==> src/verilog/core_pkg.sv <==
////////////////////////////////////////
// Widths, sizes, latency and opcodes for the core
// Imported by every RTL block and the bench
////////////////////////////////////////

package core_pkg;

    ////////////////////////////////////////
    // Machine sizes
    ////////////////////////////////////////
    localparam int NUM_ARCH_REGS = 8;
    localparam int NUM_PHYS_REGS = 16;
    localparam int ROB_DEPTH     = 8;
    localparam int IQ_DEPTH      = 4;
    // Issue to bus request, in cycles
    localparam int MULT_LATENCY  = 3;

    ////////////////////////////////////////
    // Value and index types
    ////////////////////////////////////////
    typedef logic [31:0] data_t;
    typedef logic [2:0]  arch_reg_t;
    typedef logic [3:0]  phys_tag_t;
    typedef logic [2:0]  rob_idx_t;
    // Zero-extended when used
    typedef logic [7:0]  imm_t;

    // Private instruction format, rd <= rs1 op rs2 or rd <= imm
    typedef enum logic [2:0] {
        OP_ADD = 3'd0,
        OP_SUB = 3'd1,
        OP_XOR = 3'd2,
        OP_MUL = 3'd3,
        OP_LDI = 3'd4
    } opcode_t;

endpackage
==> src/verilog/ooo_core.sv <==
////////////////////////////////////////
// Out-of-order core top, valid/ready instruction input
// In-order retire port, no back-pressure on retire
////////////////////////////////////////
`timescale 1ns/1ps

module ooo_core (
    input  logic                clock,
    input  logic                rst,
    input  logic                inst_valid,
    input  core_pkg::opcode_t   inst_op,
    input  core_pkg::arch_reg_t inst_rd,
    input  core_pkg::arch_reg_t inst_rs1,
    input  core_pkg::arch_reg_t inst_rs2,
    input  core_pkg::imm_t      inst_imm,
    output logic                inst_ready,
    output logic                retire_valid,
    output core_pkg::arch_reg_t retire_rd,
    output core_pkg::data_t     retire_data
);
    import core_pkg::*;

    // Dispatch side
    logic      dispatch;
    logic      rob_full;
    logic      iq_full;
    logic      free_avail;
    logic      src1_ready;
    logic      src2_ready;
    phys_tag_t src1_tag;
    phys_tag_t src2_tag;
    phys_tag_t new_tag;
    phys_tag_t old_tag;
    rob_idx_t  alloc_slot;

    // Issue side
    logic      issue_alu;
    logic      issue_mult;
    opcode_t   issue_op;
    imm_t      issue_imm;
    phys_tag_t issue_tag;
    rob_idx_t  issue_rob;
    phys_tag_t opnd_tag_a;
    phys_tag_t opnd_tag_b;
    data_t     opnd_a;
    data_t     opnd_b;
    data_t     issue_a;
    data_t     issue_b;

    // Units and bus
    logic      alu_busy;
    logic      alu_req;
    logic      gnt_alu;
    phys_tag_t alu_tag;
    rob_idx_t  alu_rob;
    data_t     alu_data;
    logic      mult_busy;
    logic      mult_req;
    logic      gnt_mult;
    phys_tag_t mult_tag;
    rob_idx_t  mult_rob;
    data_t     mult_data;
    logic      cdb_valid;
    phys_tag_t cdb_tag;
    rob_idx_t  cdb_rob_idx;
    data_t     cdb_data;

    // Retire side
    phys_tag_t retire_tag;
    logic      free_valid;
    phys_tag_t free_tag;

    // Stall when any of ROB, queue or free list has no room
    assign inst_ready = !rob_full && !iq_full && free_avail;
    assign dispatch   = inst_valid && inst_ready;

    ////////////////////////////////////////
    // Rename and register state
    ////////////////////////////////////////
    rename_unit u_rename (
        .clock(clock), .rst(rst), .dispatch(dispatch),
        .inst_rd(inst_rd), .inst_rs1(inst_rs1), .inst_rs2(inst_rs2),
        .free_valid(free_valid), .free_tag(free_tag),
        .src1_tag(src1_tag), .src2_tag(src2_tag),
        .new_tag(new_tag), .old_tag(old_tag), .free_avail(free_avail)
    );

    phys_regfile u_prf (
        .clock(clock), .rst(rst),
        .alloc_valid(dispatch), .alloc_tag(new_tag),
        .cdb_valid(cdb_valid), .cdb_tag(cdb_tag), .cdb_data(cdb_data),
        .rd_tag_a(opnd_tag_a), .rd_tag_b(opnd_tag_b), .rd_tag_r(retire_tag),
        .chk_tag_a(src1_tag), .chk_tag_b(src2_tag),
        .rd_data_a(opnd_a), .rd_data_b(opnd_b), .rd_data_r(retire_data),
        .chk_ready_a(src1_ready), .chk_ready_b(src2_ready)
    );

    ////////////////////////////////////////
    // Issue and execute
    ////////////////////////////////////////
    issue_queue u_iq (
        .clock(clock), .rst(rst), .dispatch(dispatch),
        .inst_op(inst_op), .inst_imm(inst_imm),
        .src1_tag(src1_tag), .src2_tag(src2_tag),
        .src1_ready(src1_ready), .src2_ready(src2_ready),
        .new_tag(new_tag), .rob_slot(alloc_slot),
        .alu_busy(alu_busy), .mult_busy(mult_busy),
        .cdb_valid(cdb_valid), .cdb_tag(cdb_tag),
        .opnd_a(opnd_a), .opnd_b(opnd_b), .iq_full(iq_full),
        .opnd_tag_a(opnd_tag_a), .opnd_tag_b(opnd_tag_b),
        .issue_alu(issue_alu), .issue_mult(issue_mult),
        .issue_op(issue_op), .issue_imm(issue_imm),
        .issue_tag(issue_tag), .issue_rob(issue_rob),
        .issue_a(issue_a), .issue_b(issue_b)
    );

    alu_unit u_alu (
        .clock(clock), .rst(rst), .start(issue_alu),
        .op(issue_op), .imm(issue_imm), .tag(issue_tag), .rob(issue_rob),
        .a(issue_a), .b(issue_b), .gnt(gnt_alu),
        .busy(alu_busy), .req(alu_req),
        .res_tag(alu_tag), .res_rob(alu_rob), .res_data(alu_data)
    );

    mult_unit u_mult (
        .clock(clock), .rst(rst), .start(issue_mult),
        .tag(issue_tag), .rob(issue_rob),
        .a(issue_a), .b(issue_b), .gnt(gnt_mult),
        .busy(mult_busy), .req(mult_req),
        .res_tag(mult_tag), .res_rob(mult_rob), .res_data(mult_data)
    );

    ////////////////////////////////////////
    // Broadcast and retire
    ////////////////////////////////////////
    cdb_arbiter u_arb (
        .clock(clock), .rst(rst),
        .req_alu(alu_req), .req_mult(mult_req),
        .alu_tag(alu_tag), .alu_rob(alu_rob), .alu_data(alu_data),
        .mult_tag(mult_tag), .mult_rob(mult_rob), .mult_data(mult_data),
        .gnt_alu(gnt_alu), .gnt_mult(gnt_mult),
        .cdb_valid(cdb_valid), .cdb_tag(cdb_tag),
        .cdb_rob_idx(cdb_rob_idx), .cdb_data(cdb_data)
    );

    reorder_buffer u_rob (
        .clock(clock), .rst(rst), .dispatch(dispatch),
        .inst_rd(inst_rd), .new_tag(new_tag), .old_tag(old_tag),
        .cdb_valid(cdb_valid), .cdb_rob_idx(cdb_rob_idx),
        .rob_full(rob_full), .alloc_slot(alloc_slot),
        .retire_valid(retire_valid), .retire_rd(retire_rd),
        .retire_tag(retire_tag), .free_valid(free_valid), .free_tag(free_tag)
    );

endmodule

==> src/verilog/reorder_buffer.sv <==
////////////////////////////////////////
// Circular reorder buffer, completes from the CDB
// Retires the head in program order
////////////////////////////////////////
`timescale 1ns/1ps

module reorder_buffer (
    input  logic                clock,
    input  logic                rst,
    input  logic                dispatch,
    input  core_pkg::arch_reg_t inst_rd,
    input  core_pkg::phys_tag_t new_tag,
    input  core_pkg::phys_tag_t old_tag,
    input  logic                cdb_valid,
    input  core_pkg::rob_idx_t  cdb_rob_idx,
    output logic                rob_full,
    output core_pkg::rob_idx_t  alloc_slot,
    output logic                retire_valid,
    output core_pkg::arch_reg_t retire_rd,
    output core_pkg::phys_tag_t retire_tag,
    output logic                free_valid,
    output core_pkg::phys_tag_t free_tag
);
    import core_pkg::*;

    // Per-slot payload
    arch_reg_t rd_q  [ROB_DEPTH];
    phys_tag_t new_q [ROB_DEPTH];
    phys_tag_t old_q [ROB_DEPTH];

    logic [ROB_DEPTH-1:0]       done;
    rob_idx_t                   head;
    rob_idx_t                   tail;
    logic [$clog2(ROB_DEPTH):0] count;

    assign rob_full   = (count == $bits(count)'(ROB_DEPTH));
    assign alloc_slot = tail;

    ////////////////////////////////////////
    // Retire port, head leaves on this edge
    ////////////////////////////////////////
    assign retire_valid = (count != '0) && done[head];
    assign retire_rd    = rd_q[head];
    assign retire_tag   = new_q[head];
    // Previous mapping of rd is dead once rd commits
    assign free_valid   = retire_valid;
    assign free_tag     = old_q[head];

    always_ff @(posedge clock) begin
        if (rst) begin
            head  <= '0;
            tail  <= '0;
            count <= '0;
            done  <= '0;
        end else begin
            if (cdb_valid) begin
                done[cdb_rob_idx] <= 1'b1;
            end
            if (dispatch) begin
                done[tail] <= 1'b0;
                tail       <= tail + 1'b1;
            end
            if (retire_valid) begin
                head <= head + 1'b1;
            end
            case ({dispatch, retire_valid})
                2'b10:   count <= count + 1'b1;
                2'b01:   count <= count - 1'b1;
                default: count <= count;
            endcase
        end
    end

    always_ff @(posedge clock) begin
        if (dispatch) begin
            rd_q[tail]  <= inst_rd;
            new_q[tail] <= new_tag;
            old_q[tail] <= old_tag;
        end
    end

endmodule

==> src/verilog/cdb_arbiter.sv <==
////////////////////////////////////////
// Round-robin arbiter for the ALU and multiplier on the CDB
////////////////////////////////////////
`timescale 1ns/1ps

module cdb_arbiter (
    input  logic                clock,
    input  logic                rst,
    input  logic                req_alu,
    input  logic                req_mult,
    input  core_pkg::phys_tag_t alu_tag,
    input  core_pkg::rob_idx_t  alu_rob,
    input  core_pkg::data_t     alu_data,
    input  core_pkg::phys_tag_t mult_tag,
    input  core_pkg::rob_idx_t  mult_rob,
    input  core_pkg::data_t     mult_data,
    output logic                gnt_alu,
    output logic                gnt_mult,
    output logic                cdb_valid,
    output core_pkg::phys_tag_t cdb_tag,
    output core_pkg::rob_idx_t  cdb_rob_idx,
    output core_pkg::data_t     cdb_data
);
    // Set when the ALU won last, ALU first after reset
    logic last_alu;

    // On a tie the previous loser wins
    assign gnt_alu  = req_alu && (!req_mult || !last_alu);
    assign gnt_mult = req_mult && !gnt_alu;

    ////////////////////////////////////////
    // Bus drive from the winner
    ////////////////////////////////////////
    assign cdb_valid   = req_alu || req_mult;
    assign cdb_tag     = gnt_alu ? alu_tag  : mult_tag;
    assign cdb_rob_idx = gnt_alu ? alu_rob  : mult_rob;
    assign cdb_data    = gnt_alu ? alu_data : mult_data;

    always_ff @(posedge clock) begin
        if (rst) begin
            last_alu <= 1'b0;
        end else if (gnt_alu) begin
            last_alu <= 1'b1;
        end else if (gnt_mult) begin
            last_alu <= 1'b0;
        end
    end

endmodule

==> src/verilog/mult_unit.sv <==
////////////////////////////////////////
// Multi-cycle multiplier, low 32 bits of the product
// Requests the CDB MULT_LATENCY cycles after issue
////////////////////////////////////////
`timescale 1ns/1ps

module mult_unit (
    input  logic                clock,
    input  logic                rst,
    input  logic                start,
    input  core_pkg::phys_tag_t tag,
    input  core_pkg::rob_idx_t  rob,
    input  core_pkg::data_t     a,
    input  core_pkg::data_t     b,
    input  logic                gnt,
    output logic                busy,
    output logic                req,
    output core_pkg::phys_tag_t res_tag,
    output core_pkg::rob_idx_t  res_rob,
    output core_pkg::data_t     res_data
);
    import core_pkg::*;

    // Cycles left before the result is offered
    logic [$clog2(MULT_LATENCY+1)-1:0] cnt;
    data_t                             mul_a;
    data_t                             mul_b;

    assign req      = busy && (cnt == '0);
    // Product truncated to the register width
    assign res_data = mul_a * mul_b;

    always_ff @(posedge clock) begin
        if (rst) begin
            busy <= 1'b0;
            cnt  <= '0;
        end else if (start) begin
            busy <= 1'b1;
            cnt  <= $bits(cnt)'(MULT_LATENCY - 1);
        end else if (busy) begin
            if (cnt != '0) begin
                cnt <= cnt - 1'b1;
            end else if (gnt) begin
                busy <= 1'b0;
            end
        end
    end

    // Operands and result tags held for the whole op
    always_ff @(posedge clock) begin
        if (start) begin
            mul_a   <= a;
            mul_b   <= b;
            res_tag <= tag;
            res_rob <= rob;
        end
    end

endmodule

==> src/verilog/alu_unit.sv <==
////////////////////////////////////////
// Single-cycle ALU, holds its result until the CDB grant
////////////////////////////////////////
`timescale 1ns/1ps

module alu_unit (
    input  logic                clock,
    input  logic                rst,
    input  logic                start,
    input  core_pkg::opcode_t   op,
    input  core_pkg::imm_t      imm,
    input  core_pkg::phys_tag_t tag,
    input  core_pkg::rob_idx_t  rob,
    input  core_pkg::data_t     a,
    input  core_pkg::data_t     b,
    input  logic                gnt,
    output logic                busy,
    output logic                req,
    output core_pkg::phys_tag_t res_tag,
    output core_pkg::rob_idx_t  res_rob,
    output core_pkg::data_t     res_data
);
    import core_pkg::*;

    // Result is ready one edge after start
    assign req = busy;

    // Busy from issue edge to grant edge
    always_ff @(posedge clock) begin
        if (rst) begin
            busy <= 1'b0;
        end else if (start) begin
            busy <= 1'b1;
        end else if (gnt) begin
            busy <= 1'b0;
        end
    end

    // Holding register
    always_ff @(posedge clock) begin
        if (start) begin
            res_tag <= tag;
            res_rob <= rob;
            case (op)
                OP_SUB:  res_data <= a - b;
                OP_XOR:  res_data <= a ^ b;
                OP_LDI:  res_data <= data_t'(imm);
                default: res_data <= a + b;
            endcase
        end
    end

endmodule

==> src/verilog/issue_queue.sv <==
////////////////////////////////////////
// Shared reservation station, wakes from the CDB
// Issues the lowest ready entry to an idle unit
////////////////////////////////////////
`timescale 1ns/1ps

module issue_queue (
    input  logic                clock,
    input  logic                rst,
    input  logic                dispatch,
    input  core_pkg::opcode_t   inst_op,
    input  core_pkg::imm_t      inst_imm,
    input  core_pkg::phys_tag_t src1_tag,
    input  core_pkg::phys_tag_t src2_tag,
    input  logic                src1_ready,
    input  logic                src2_ready,
    input  core_pkg::phys_tag_t new_tag,
    input  core_pkg::rob_idx_t  rob_slot,
    input  logic                alu_busy,
    input  logic                mult_busy,
    input  logic                cdb_valid,
    input  core_pkg::phys_tag_t cdb_tag,
    input  core_pkg::data_t     opnd_a,
    input  core_pkg::data_t     opnd_b,
    output logic                iq_full,
    output core_pkg::phys_tag_t opnd_tag_a,
    output core_pkg::phys_tag_t opnd_tag_b,
    output logic                issue_alu,
    output logic                issue_mult,
    output core_pkg::opcode_t   issue_op,
    output core_pkg::imm_t      issue_imm,
    output core_pkg::phys_tag_t issue_tag,
    output core_pkg::rob_idx_t  issue_rob,
    output core_pkg::data_t     issue_a,
    output core_pkg::data_t     issue_b
);
    import core_pkg::*;

    // Entry state
    logic [IQ_DEPTH-1:0] vld;
    logic [IQ_DEPTH-1:0] rdy1;
    logic [IQ_DEPTH-1:0] rdy2;
    opcode_t             op_q  [IQ_DEPTH];
    imm_t                imm_q [IQ_DEPTH];
    phys_tag_t           s1_q  [IQ_DEPTH];
    phys_tag_t           s2_q  [IQ_DEPTH];
    phys_tag_t           dst_q [IQ_DEPTH];
    rob_idx_t            rob_q [IQ_DEPTH];

    logic [$clog2(IQ_DEPTH)-1:0] ins_idx;
    logic [$clog2(IQ_DEPTH)-1:0] sel_idx;
    logic                        sel_found;
    logic                        is_ldi;

    assign iq_full = &vld;
    // Immediate load has no sources to wait for
    assign is_ldi  = (inst_op == OP_LDI);

    // Lowest empty entry takes the new instruction
    always_comb begin
        ins_idx = '0;
        for (int i = IQ_DEPTH - 1; i >= 0; i--) begin
            if (!vld[i]) begin
                ins_idx = ($clog2(IQ_DEPTH))'(i);
            end
        end
    end

    // Lowest ready entry whose unit is idle
    always_comb begin
        sel_found = 1'b0;
        sel_idx   = '0;
        for (int i = 0; i < IQ_DEPTH; i++) begin
            if (!sel_found && vld[i] && rdy1[i] && rdy2[i] &&
                ((op_q[i] == OP_MUL) ? !mult_busy : !alu_busy)) begin
                sel_found = 1'b1;
                sel_idx   = ($clog2(IQ_DEPTH))'(i);
            end
        end
    end

    ////////////////////////////////////////
    // Issue port, values from the regfile
    ////////////////////////////////////////
    assign issue_mult = sel_found && (op_q[sel_idx] == OP_MUL);
    assign issue_alu  = sel_found && (op_q[sel_idx] != OP_MUL);
    assign opnd_tag_a = s1_q[sel_idx];
    assign opnd_tag_b = s2_q[sel_idx];
    assign issue_op   = op_q[sel_idx];
    assign issue_imm  = imm_q[sel_idx];
    assign issue_tag  = dst_q[sel_idx];
    assign issue_rob  = rob_q[sel_idx];
    assign issue_a    = opnd_a;
    assign issue_b    = opnd_b;

    // Issued slot and dispatched slot never coincide
    always_ff @(posedge clock) begin
        if (rst) begin
            vld <= '0;
        end else begin
            if (sel_found) begin
                vld[sel_idx] <= 1'b0;
            end
            if (dispatch) begin
                vld[ins_idx] <= 1'b1;
            end
        end
    end

    // Wakeup on tag match, then fill of the new entry
    always_ff @(posedge clock) begin
        for (int i = 0; i < IQ_DEPTH; i++) begin
            if (cdb_valid && (s1_q[i] == cdb_tag)) begin
                rdy1[i] <= 1'b1;
            end
            if (cdb_valid && (s2_q[i] == cdb_tag)) begin
                rdy2[i] <= 1'b1;
            end
        end
        if (dispatch) begin
            op_q[ins_idx]  <= inst_op;
            imm_q[ins_idx] <= inst_imm;
            s1_q[ins_idx]  <= src1_tag;
            s2_q[ins_idx]  <= src2_tag;
            dst_q[ins_idx] <= new_tag;
            rob_q[ins_idx] <= rob_slot;
            // Ready checks already count a same-cycle broadcast
            rdy1[ins_idx]  <= is_ldi || src1_ready;
            rdy2[ins_idx]  <= is_ldi || src2_ready;
        end
    end

endmodule

==> src/verilog/phys_regfile.sv <==
////////////////////////////////////////
// Physical register values and ready bits
// Written from the CDB, three read ports and two ready checks
////////////////////////////////////////
`timescale 1ns/1ps

module phys_regfile (
    input  logic                clock,
    input  logic                rst,
    input  logic                alloc_valid,
    input  core_pkg::phys_tag_t alloc_tag,
    input  logic                cdb_valid,
    input  core_pkg::phys_tag_t cdb_tag,
    input  core_pkg::data_t     cdb_data,
    input  core_pkg::phys_tag_t rd_tag_a,
    input  core_pkg::phys_tag_t rd_tag_b,
    input  core_pkg::phys_tag_t rd_tag_r,
    input  core_pkg::phys_tag_t chk_tag_a,
    input  core_pkg::phys_tag_t chk_tag_b,
    output core_pkg::data_t     rd_data_a,
    output core_pkg::data_t     rd_data_b,
    output core_pkg::data_t     rd_data_r,
    output logic                chk_ready_a,
    output logic                chk_ready_b
);
    import core_pkg::*;

    data_t                    regs [NUM_PHYS_REGS];
    logic [NUM_PHYS_REGS-1:0] ready;

    // Operand ports for issue, third port for retire
    assign rd_data_a = regs[rd_tag_a];
    assign rd_data_b = regs[rd_tag_b];
    assign rd_data_r = regs[rd_tag_r];

    // Broadcast this cycle counts as ready
    assign chk_ready_a = ready[chk_tag_a] || (cdb_valid && (cdb_tag == chk_tag_a));
    assign chk_ready_b = ready[chk_tag_b] || (cdb_valid && (cdb_tag == chk_tag_b));

    always_ff @(posedge clock) begin
        if (rst) begin
            for (int i = 0; i < NUM_PHYS_REGS; i++) begin
                regs[i] <= '0;
            end
            ready <= '1;
        end else begin
            // A free tag is never on the bus, so no write order issue
            if (alloc_valid) begin
                ready[alloc_tag] <= 1'b0;
            end
            if (cdb_valid) begin
                regs[cdb_tag]  <= cdb_data;
                ready[cdb_tag] <= 1'b1;
            end
        end
    end

endmodule

==> src/verilog/rename_unit.sv <==
////////////////////////////////////////
// Map table and free list, renames one instruction per dispatch
////////////////////////////////////////
`timescale 1ns/1ps

module rename_unit (
    input  logic                clock,
    input  logic                rst,
    input  logic                dispatch,
    input  core_pkg::arch_reg_t inst_rd,
    input  core_pkg::arch_reg_t inst_rs1,
    input  core_pkg::arch_reg_t inst_rs2,
    input  logic                free_valid,
    input  core_pkg::phys_tag_t free_tag,
    output core_pkg::phys_tag_t src1_tag,
    output core_pkg::phys_tag_t src2_tag,
    output core_pkg::phys_tag_t new_tag,
    output core_pkg::phys_tag_t old_tag,
    output logic                free_avail
);
    import core_pkg::*;

    // Current tag of each architectural register
    phys_tag_t map_tbl [NUM_ARCH_REGS];
    // Set while the tag is unallocated
    logic [NUM_PHYS_REGS-1:0] free_mask;

    // Sources see the mapping before this instruction's rd update
    assign src1_tag   = map_tbl[inst_rs1];
    assign src2_tag   = map_tbl[inst_rs2];
    assign old_tag    = map_tbl[inst_rd];
    assign free_avail = |free_mask;

    // Scan from the top so the lowest free tag wins
    always_comb begin
        new_tag = '0;
        for (int i = NUM_PHYS_REGS - 1; i >= 0; i--) begin
            if (free_mask[i]) begin
                new_tag = phys_tag_t'(i);
            end
        end
    end

    always_ff @(posedge clock) begin
        if (rst) begin
            // Identity map, upper half of the tags free
            for (int i = 0; i < NUM_ARCH_REGS; i++) begin
                map_tbl[i] <= phys_tag_t'(i);
            end
            for (int i = 0; i < NUM_PHYS_REGS; i++) begin
                free_mask[i] <= (i >= NUM_ARCH_REGS);
            end
        end else begin
            if (dispatch) begin
                map_tbl[inst_rd]   <= new_tag;
                free_mask[new_tag] <= 1'b0;
            end
            // Retired old mapping goes back, never equal to new_tag
            if (free_valid) begin
                free_mask[free_tag] <= 1'b1;
            end
        end
    end

endmodule

==> config.mk <==
export PLATFORM = sky130hd
export DESIGN_NAME = ooo_core
export DESIGN_NICKNAME = d
export VERILOG_FILES = /design/src/verilog/core_pkg.sv /design/src/verilog/ooo_core.sv /design/src/verilog/reorder_buffer.sv /design/src/verilog/cdb_arbiter.sv /design/src/verilog/mult_unit.sv /design/src/verilog/alu_unit.sv /design/src/verilog/issue_queue.sv /design/src/verilog/phys_regfile.sv /design/src/verilog/rename_unit.sv
export SDC_FILE = /design/constraint.sdc
export NUM_CORES = 2
export LEC_CHECK = 0
export CAP_MARGIN = 20
export CORE_AREA = 2 2 402 504
export DETAILED_ROUTE_END_ITERATION = 6
export DIE_AREA = 0 0 404 506
export DONT_BUFFER_PORTS = 1
export GPL_ROUTABILITY_DRIVEN = 0
export GPL_TIMING_DRIVEN = 0
export PLACE_DENSITY_LB_ADDON = 0.05
export REMOVE_ABC_BUFFERS = 1
export SYNTH_ARGS = -nofsm -noshare
export SYNTH_HDL_FRONTEND = slang
export SYNTH_SLANG_ARGS = --single-unit
==> constraint.sdc <==
create_clock -name clock -period 7.9 [get_ports clock]
set_input_delay 0.395 -clock clock [delete_from_list [all_inputs] [get_ports clock]]
set_output_delay 0.395 -clock clock [all_outputs]
set_load 0.01 [all_outputs]
# ---- Yosys cells after proc, flatten, opt, wreduce, memory -nomap -nowiden
# Memory sizes are Yosys's and may differ from the RTL's. A register that Yosys moved wholly into a read port is not among the register bits.
# Index checks and enable logic that the tools add are counted.
dict set report word_totals {
  ff_bits 177
  mem_bits_rw 736
  inputBits 23
  output_inout_bits 37
  elab_cells 276
  mem_count 11
}
dict set report classes {
  add_sub_neg 7
  n_mul 1
  magnitude_cmp 17
  eq_ne 23
  mux 112
  bitwise 12
  n_reduce_logical 72
}
# name words word_bits read_ports rd_ports_with_merged_regs wr line
set memory_table {}
lappend memory_table {u_prf.regs 16 32 3 0 16 phys_regfile.sv:28} ;# data_t regs [NUM_PHYS_REGS];
lappend memory_table {u_iq.imm_q 4 8 1 0 1 issue_queue.sv:44} ;# imm_t imm_q [IQ_DEPTH];
lappend memory_table {u_rename.map_tbl 8 4 3 0 8 rename_unit.sv:24} ;# phys_tag_t map_tbl [NUM_ARCH_REGS];
lappend memory_table {u_rob.new_q 8 4 1 1 1 reorder_buffer.sv:28} ;# phys_tag_t new_q [ROB_DEPTH];
lappend memory_table {u_rob.old_q 8 4 1 1 1 reorder_buffer.sv:29} ;# phys_tag_t old_q [ROB_DEPTH];
lappend memory_table {u_rob.rd_q 8 3 1 1 1 reorder_buffer.sv:27} ;# arch_reg_t rd_q [ROB_DEPTH];
lappend memory_table {{5 more memories} n/a n/a n/a n/a n/a n/a}
# operator n
set op_table {}
lappend op_table {{$mux W16} 6}
lappend op_table {{$mux W4} 24}
lappend op_table {{$pmux W32 S3} 1}
lappend op_table {{$mux W32} 2}
lappend op_table {{$mux W1} 46}
lappend op_table {{$logic_and A1 B1 Y1} 41}
lappend op_table {{$eq A4 B4 Y1} 10}
lappend op_table {{$add A32 B32 Y32} 1}
lappend op_table {{$and A16 B16 Y16} 2}
lappend op_table {{$mul A32 B32 Y32} 1}
lappend op_table {{$or A16 B16 Y16} 2}
lappend op_table {{$reduce_or A32 Y1} 1}
lappend op_table {{$sub A32 B32 Y32} 1}
lappend op_table {{$xor A32 B32 Y32} 1}
lappend op_table {{$lt A4 B5 Y1 const B} 5}
lappend op_table {{$mux W3} 8}
lappend op_table {{$mux W8} 3}
lappend op_table {{$eq A3 B2 Y1 const B} 6}
lappend op_table {{$mux W2} 9}
lappend op_table {{$not A16 Y16} 1}
lappend op_table {{$reduce_or A16 Y1} 1}
lappend op_table {{$demux W1 S4} 3}
lappend op_table {{$ge A4 B1 Y1 const B} 3}
lappend op_table {{$lt A3 B4 Y1 const B} 3}
lappend op_table {{other kinds (34)} 63}

# ---- Longest topological paths before layout
# An unclocked memory read counts as a cell.
dict set report logic_depth {
  ltp_word 33
  ltp_mapped 36
  mapped_depth_nobuf 31
}

# ---- By module
# From an unflattened synthesis, not the netlist that was laid out.
dict set report hier_totals {
  cells_unflattened 5053
  area_unflattened_um2 67564.8
}
# module instances cells_each area_each_um2 seq_area_each_um2
set by_module_without_submodules {}
lappend by_module_without_submodules {phys_regfile 1 1821 32616.3 15695.1}
lappend by_module_without_submodules {mult_unit 1 1822 17843.4 2192.1}
lappend by_module_without_submodules {issue_queue 1 384 5200.0 3363.2}
lappend by_module_without_submodules {reorder_buffer 1 243 4332.9 3062.9}
lappend by_module_without_submodules {alu_unit 1 461 4145.2 1191.1}
lappend by_module_without_submodules {rename_unit 1 270 2855.2 1281.2}
lappend by_module_without_submodules {cdb_arbiter 1 50 551.8 20.0}
lappend by_module_without_submodules {ooo_core 1 2 20.0 0.0}

# ---- Worst setup path before layout
# No wires, ideal clock.
dict set report synth_path {
  path_type {register to register}
  start {memory u_iq.op_q[0][1] (netlist name)}
  end {register u_mult.mul_a[0], enable pin}
  setup_time_ns 0.613
  arrival_ns 7.667
  required_time_ns 7.287
  setup_slack_ns -0.380
  path_stages_with_launch 11
  n_path_buf 2
  synth_period_minus_slack_ns 8.280
  cell_sequence {edfxtp_1 > and4b_1 > o21ai_4 > o22ai_4 > buf_2 > buf_1 > a21oi_1 > and2_1 > a211o_1 > nand2_1 > a211oi_1}
}
# item line
set synth_lines {}
lappend synth_lines {{start, declared} issue_queue.sv:43} ;# opcode_t op_q [IQ_DEPTH];
lappend synth_lines {{end signal, assigned} mult_unit.sv:52} ;# mul_a <= a;
lappend synth_lines {{end, declared} mult_unit.sv:26} ;# data_t mul_a;

==> results.sh <==
export IMPL_synthesis_area_um2=67630
export IMPL_max_slew_worst_pin_slew_ns=1.176
export IMPL_insertion_delay_ns=0.77
export IMPL_grt_first_pass_wirelength_um=410900
export IMPL_clock_sinks=916
export IMPL_ys_types=98
export IMPL_wire_per_inst_um=29.98
export IMPL_async_flop_share_pct=0
export IMPL_synth_edff_count=846
export IMPL_start_kind="flop"
export IMPL_critPathMaxFanout=8
export IMPL_initial_core_util_pct=33.84
export IMPL_worstHoldPathCells=2
export IMPL_cts_tree="yes"
export IMPL_cp_num_cells=35
export IMPL_cp_arrival_ns=8.59
export IMPL_synth_flop_cell="edfxtp_1"
export IMPL_numPortBuffers=0
export IMPL_yosys_area_top_type="edfxtp_1"
export IMPL_crit_family="adder cells"
export IMPL_syn2layout_area_growth_pct=20.60
export IMPL_clockRootBuffer="clkbuf_16"
export IMPL_cpMostUsedCell="fa_1"
export IMPL_relSlewSlack_pct=21.24
export IMPL_synth_top_cell_area_share_pct=37.56
export IMPL_status="finished with violations"
export IMPL_cp_required_ns=8.37
export IMPL_seq_area_frac_synth_pct=39.64
export IMPL_grt_use_total_pct=27.95
export IMPL_htreeDepth=3
export IMPL_hold_path_class="input port to flop"
export IMPL_report_final_slew_viol_count=0
export IMPL_dieWidth_um=404
export IMPL_yosysWarnings=0
export IMPL_wl_um=293100
export IMPL_fp_row_count=184
export IMPL_clock_path_buffers=3
export IMPL_drv_cap=0
export IMPL_crit_path_max_incr_delay_ns=0.53
export IMPL_synthTopCellsByArea="edfxtp_1 (38%), fa_1 (12%), nand2_1 (6.6%)"
export IMPL_antenna_found_initial=6
export IMPL_finalHoldWorstSlack_ns=0.09781
export IMPL_cts_buffers=99
export IMPL_worstSetupPathType="flop to flop"
export IMPL_final_min_clock_period_ns=8.123
export IMPL_core_area_um2=199800
export IMPL_setup_viol=32
export IMPL_final_cells=9777
export IMPL_die_y_um=506
export IMPL_io_pins=60
export IMPL_reg2reg_depth=35
export IMPL_rsz0062_at_grt="true"
export IMPL_synth_seq_cells=916
export IMPL_vias=56030
export IMPL_drtIter0Drc=5139
export IMPL_postSynthCellCount=7009
export IMPL_die_area_um2=204400
export IMPL_final_common_cell="nand2_1"
export IMPL_fin_util_pct=40.82
export IMPL_final_nets=7679
export IMPL_ant_nets=0
export IMPL_failed_checks="setup timing"
export IMPL_dp_cells=9362
export IMPL_fmax_mhz=123.1
export IMPL_clkTransAtPathRegs_ns=0.06
export IMPL_drc=0
export IMPL_via_per_inst=5.730
export IMPL_firstDrtPassIters=7
export IMPL_worst_slack_ns=-0.2227
export IMPL_min_period_over_period_pct=102.8
export IMPL_synth_area_per_cell_um2=9.649
export IMPL_gr_total_overflow=0
export IMPL_grt_pass1_vias=55900
export IMPL_finClkSkew_ns=0.04599
export IMPL_slowest_stage="fa_1"
export IMPL_final_cell_mix="nand2_1 (1,155), edfxtp_1 (846), nor2_1 (690), inv_1 (608), fa_1 (403)"
export IMPL_post_dp_hpwl_um=197800
export IMPL_grt_max_degree=100
export IMPL_hold_violations=0
export IMPL_drive_above_1_share_pct=14.00
export IMPL_critPathCaptureType="flop"
export IMPL_worst_path_buf_inv=11
cell type report:
type	instances	area, um^2
Inverter	621	2331
Fill cell	19350	118300
Clock buffer	118	2569
Multi-Input combinational cell	4946	37790
Tap cell	2604	3258
Timing Repair Buffer	500	7835
Sequential cell	916	26810
Clock inverter	69	954.7
Antenna cell	3	7.507
final timing paths:
kind	from	to	slack (ns)
setup reg to reg	u_mult.mul_b[2]	u_prf.regs[8][31]	-0.22
hold reg to reg	u_prf.ready[7]	u_prf.ready[7]	0.47
setup / recovery	u_mult.mul_b[2]	u_prf.regs[8][31]	-0.22
hold / removal	rst	u_prf.ready[5]	0.1
metrics by stage:
step | cell area (um^2) | setup TNS, ns | setup slack (ns)
3_5_place_dp | 74900 | -109.62 | -1.792
3_3_place_gp | 68730 | -6202.02 | -28.55
2_1_floorplan | 65470 | -978.29 | -11.70
5_1_grt | 81560 | -23.52 | -0.4569
4_1_cts | 80280 | -6.548 | -0.3549
6_report | 81560 | -4.193 | -0.2227
synthesized netlist by cell type (all sizes together) (105+ instances only):
cell and count:
a31oi 105, inv 621, mux2i 226, nand2 1186, nand3 154, buf 110, and2 267, edfxtp 846
a21oi 267, ha 162, clkbuf 421, fa 410, a211oi 295, nor2 717, xnor2 174
worst reg2reg max path: cells and delay by family, from the launching register on:
kind / cells / cell delay [ns]
and+or+nand+nor: 6 / 0.86
DFF: 1 / 0.41
adders and majority gates: 9 / 4.00
AOI/OAI and AO/OA: 7 / 1.25
xor gates and xnor gates: 1 / 0.18
buffers and inverters: 11 / 0.94
muxes: 1 / 0.18
per-layer routing:
layer | track usage (%) | up-vias | wire length (um)
met5 | 0 | - | 0
met4 | 10.83 | 0 | 12920
met3 | 3.006 | 553 | 17350
met2 | 49.51 | 2181 | 146600
met1 | 34.75 | 28860 | 116200
li1 | - | 24430 | -
flip-flops by register name, summed over array words and instances (netlist names), 8 cells and up, named ones only:
name                cells
u_rename.free_mask     16
u_rob.old_q            32
u_iq.s1_q              16
u_prf.ready            16
u_rob.done              8
u_alu.res_data         32
u_iq.op_q              12
u_prf.regs            512
u_iq.s2_q              16
u_mult.mul_b           32
u_iq.imm_q             32
u_rob.rd_q             24
u_mult.mul_a           32
u_rename.map_tbl       32
u_iq.dst_q             16
u_iq.rob_q             12
u_rob.new_q            32
cells by family (layout without fill, tap and decap cells):
logic type / Yosys count / in the layout / share of synthesized area (%)
compound gates: 1209 / 1209 / 12.64
xor+xnor: 214 / 214 / 2.771
mux: 313 / 313 / 6.031
simple gates: 2633 / 2638 / 17.16
fa+ha+maj: 572 / 572 / 15.13
other cells: 0 / 3 / 0
buf+inv: 1152 / 1308 / 6.634
flops: 916 / 916 / 39.64
repair_timing:
item | CTS | global route
resized for setup | 85 | 116
gates cloned | 7 | 8
buffers inserted | 122 | 71
endpoints found under the hold margin | 169 | 0
pin swaps | 28 | 59
hold buffers | 17 | 0
endpoints found under the setup margin | 207 | 127
Power is left out: the tool's default activity adds up to more than one toggle a clock period on the data nets, which glitch-free logic cannot reach.
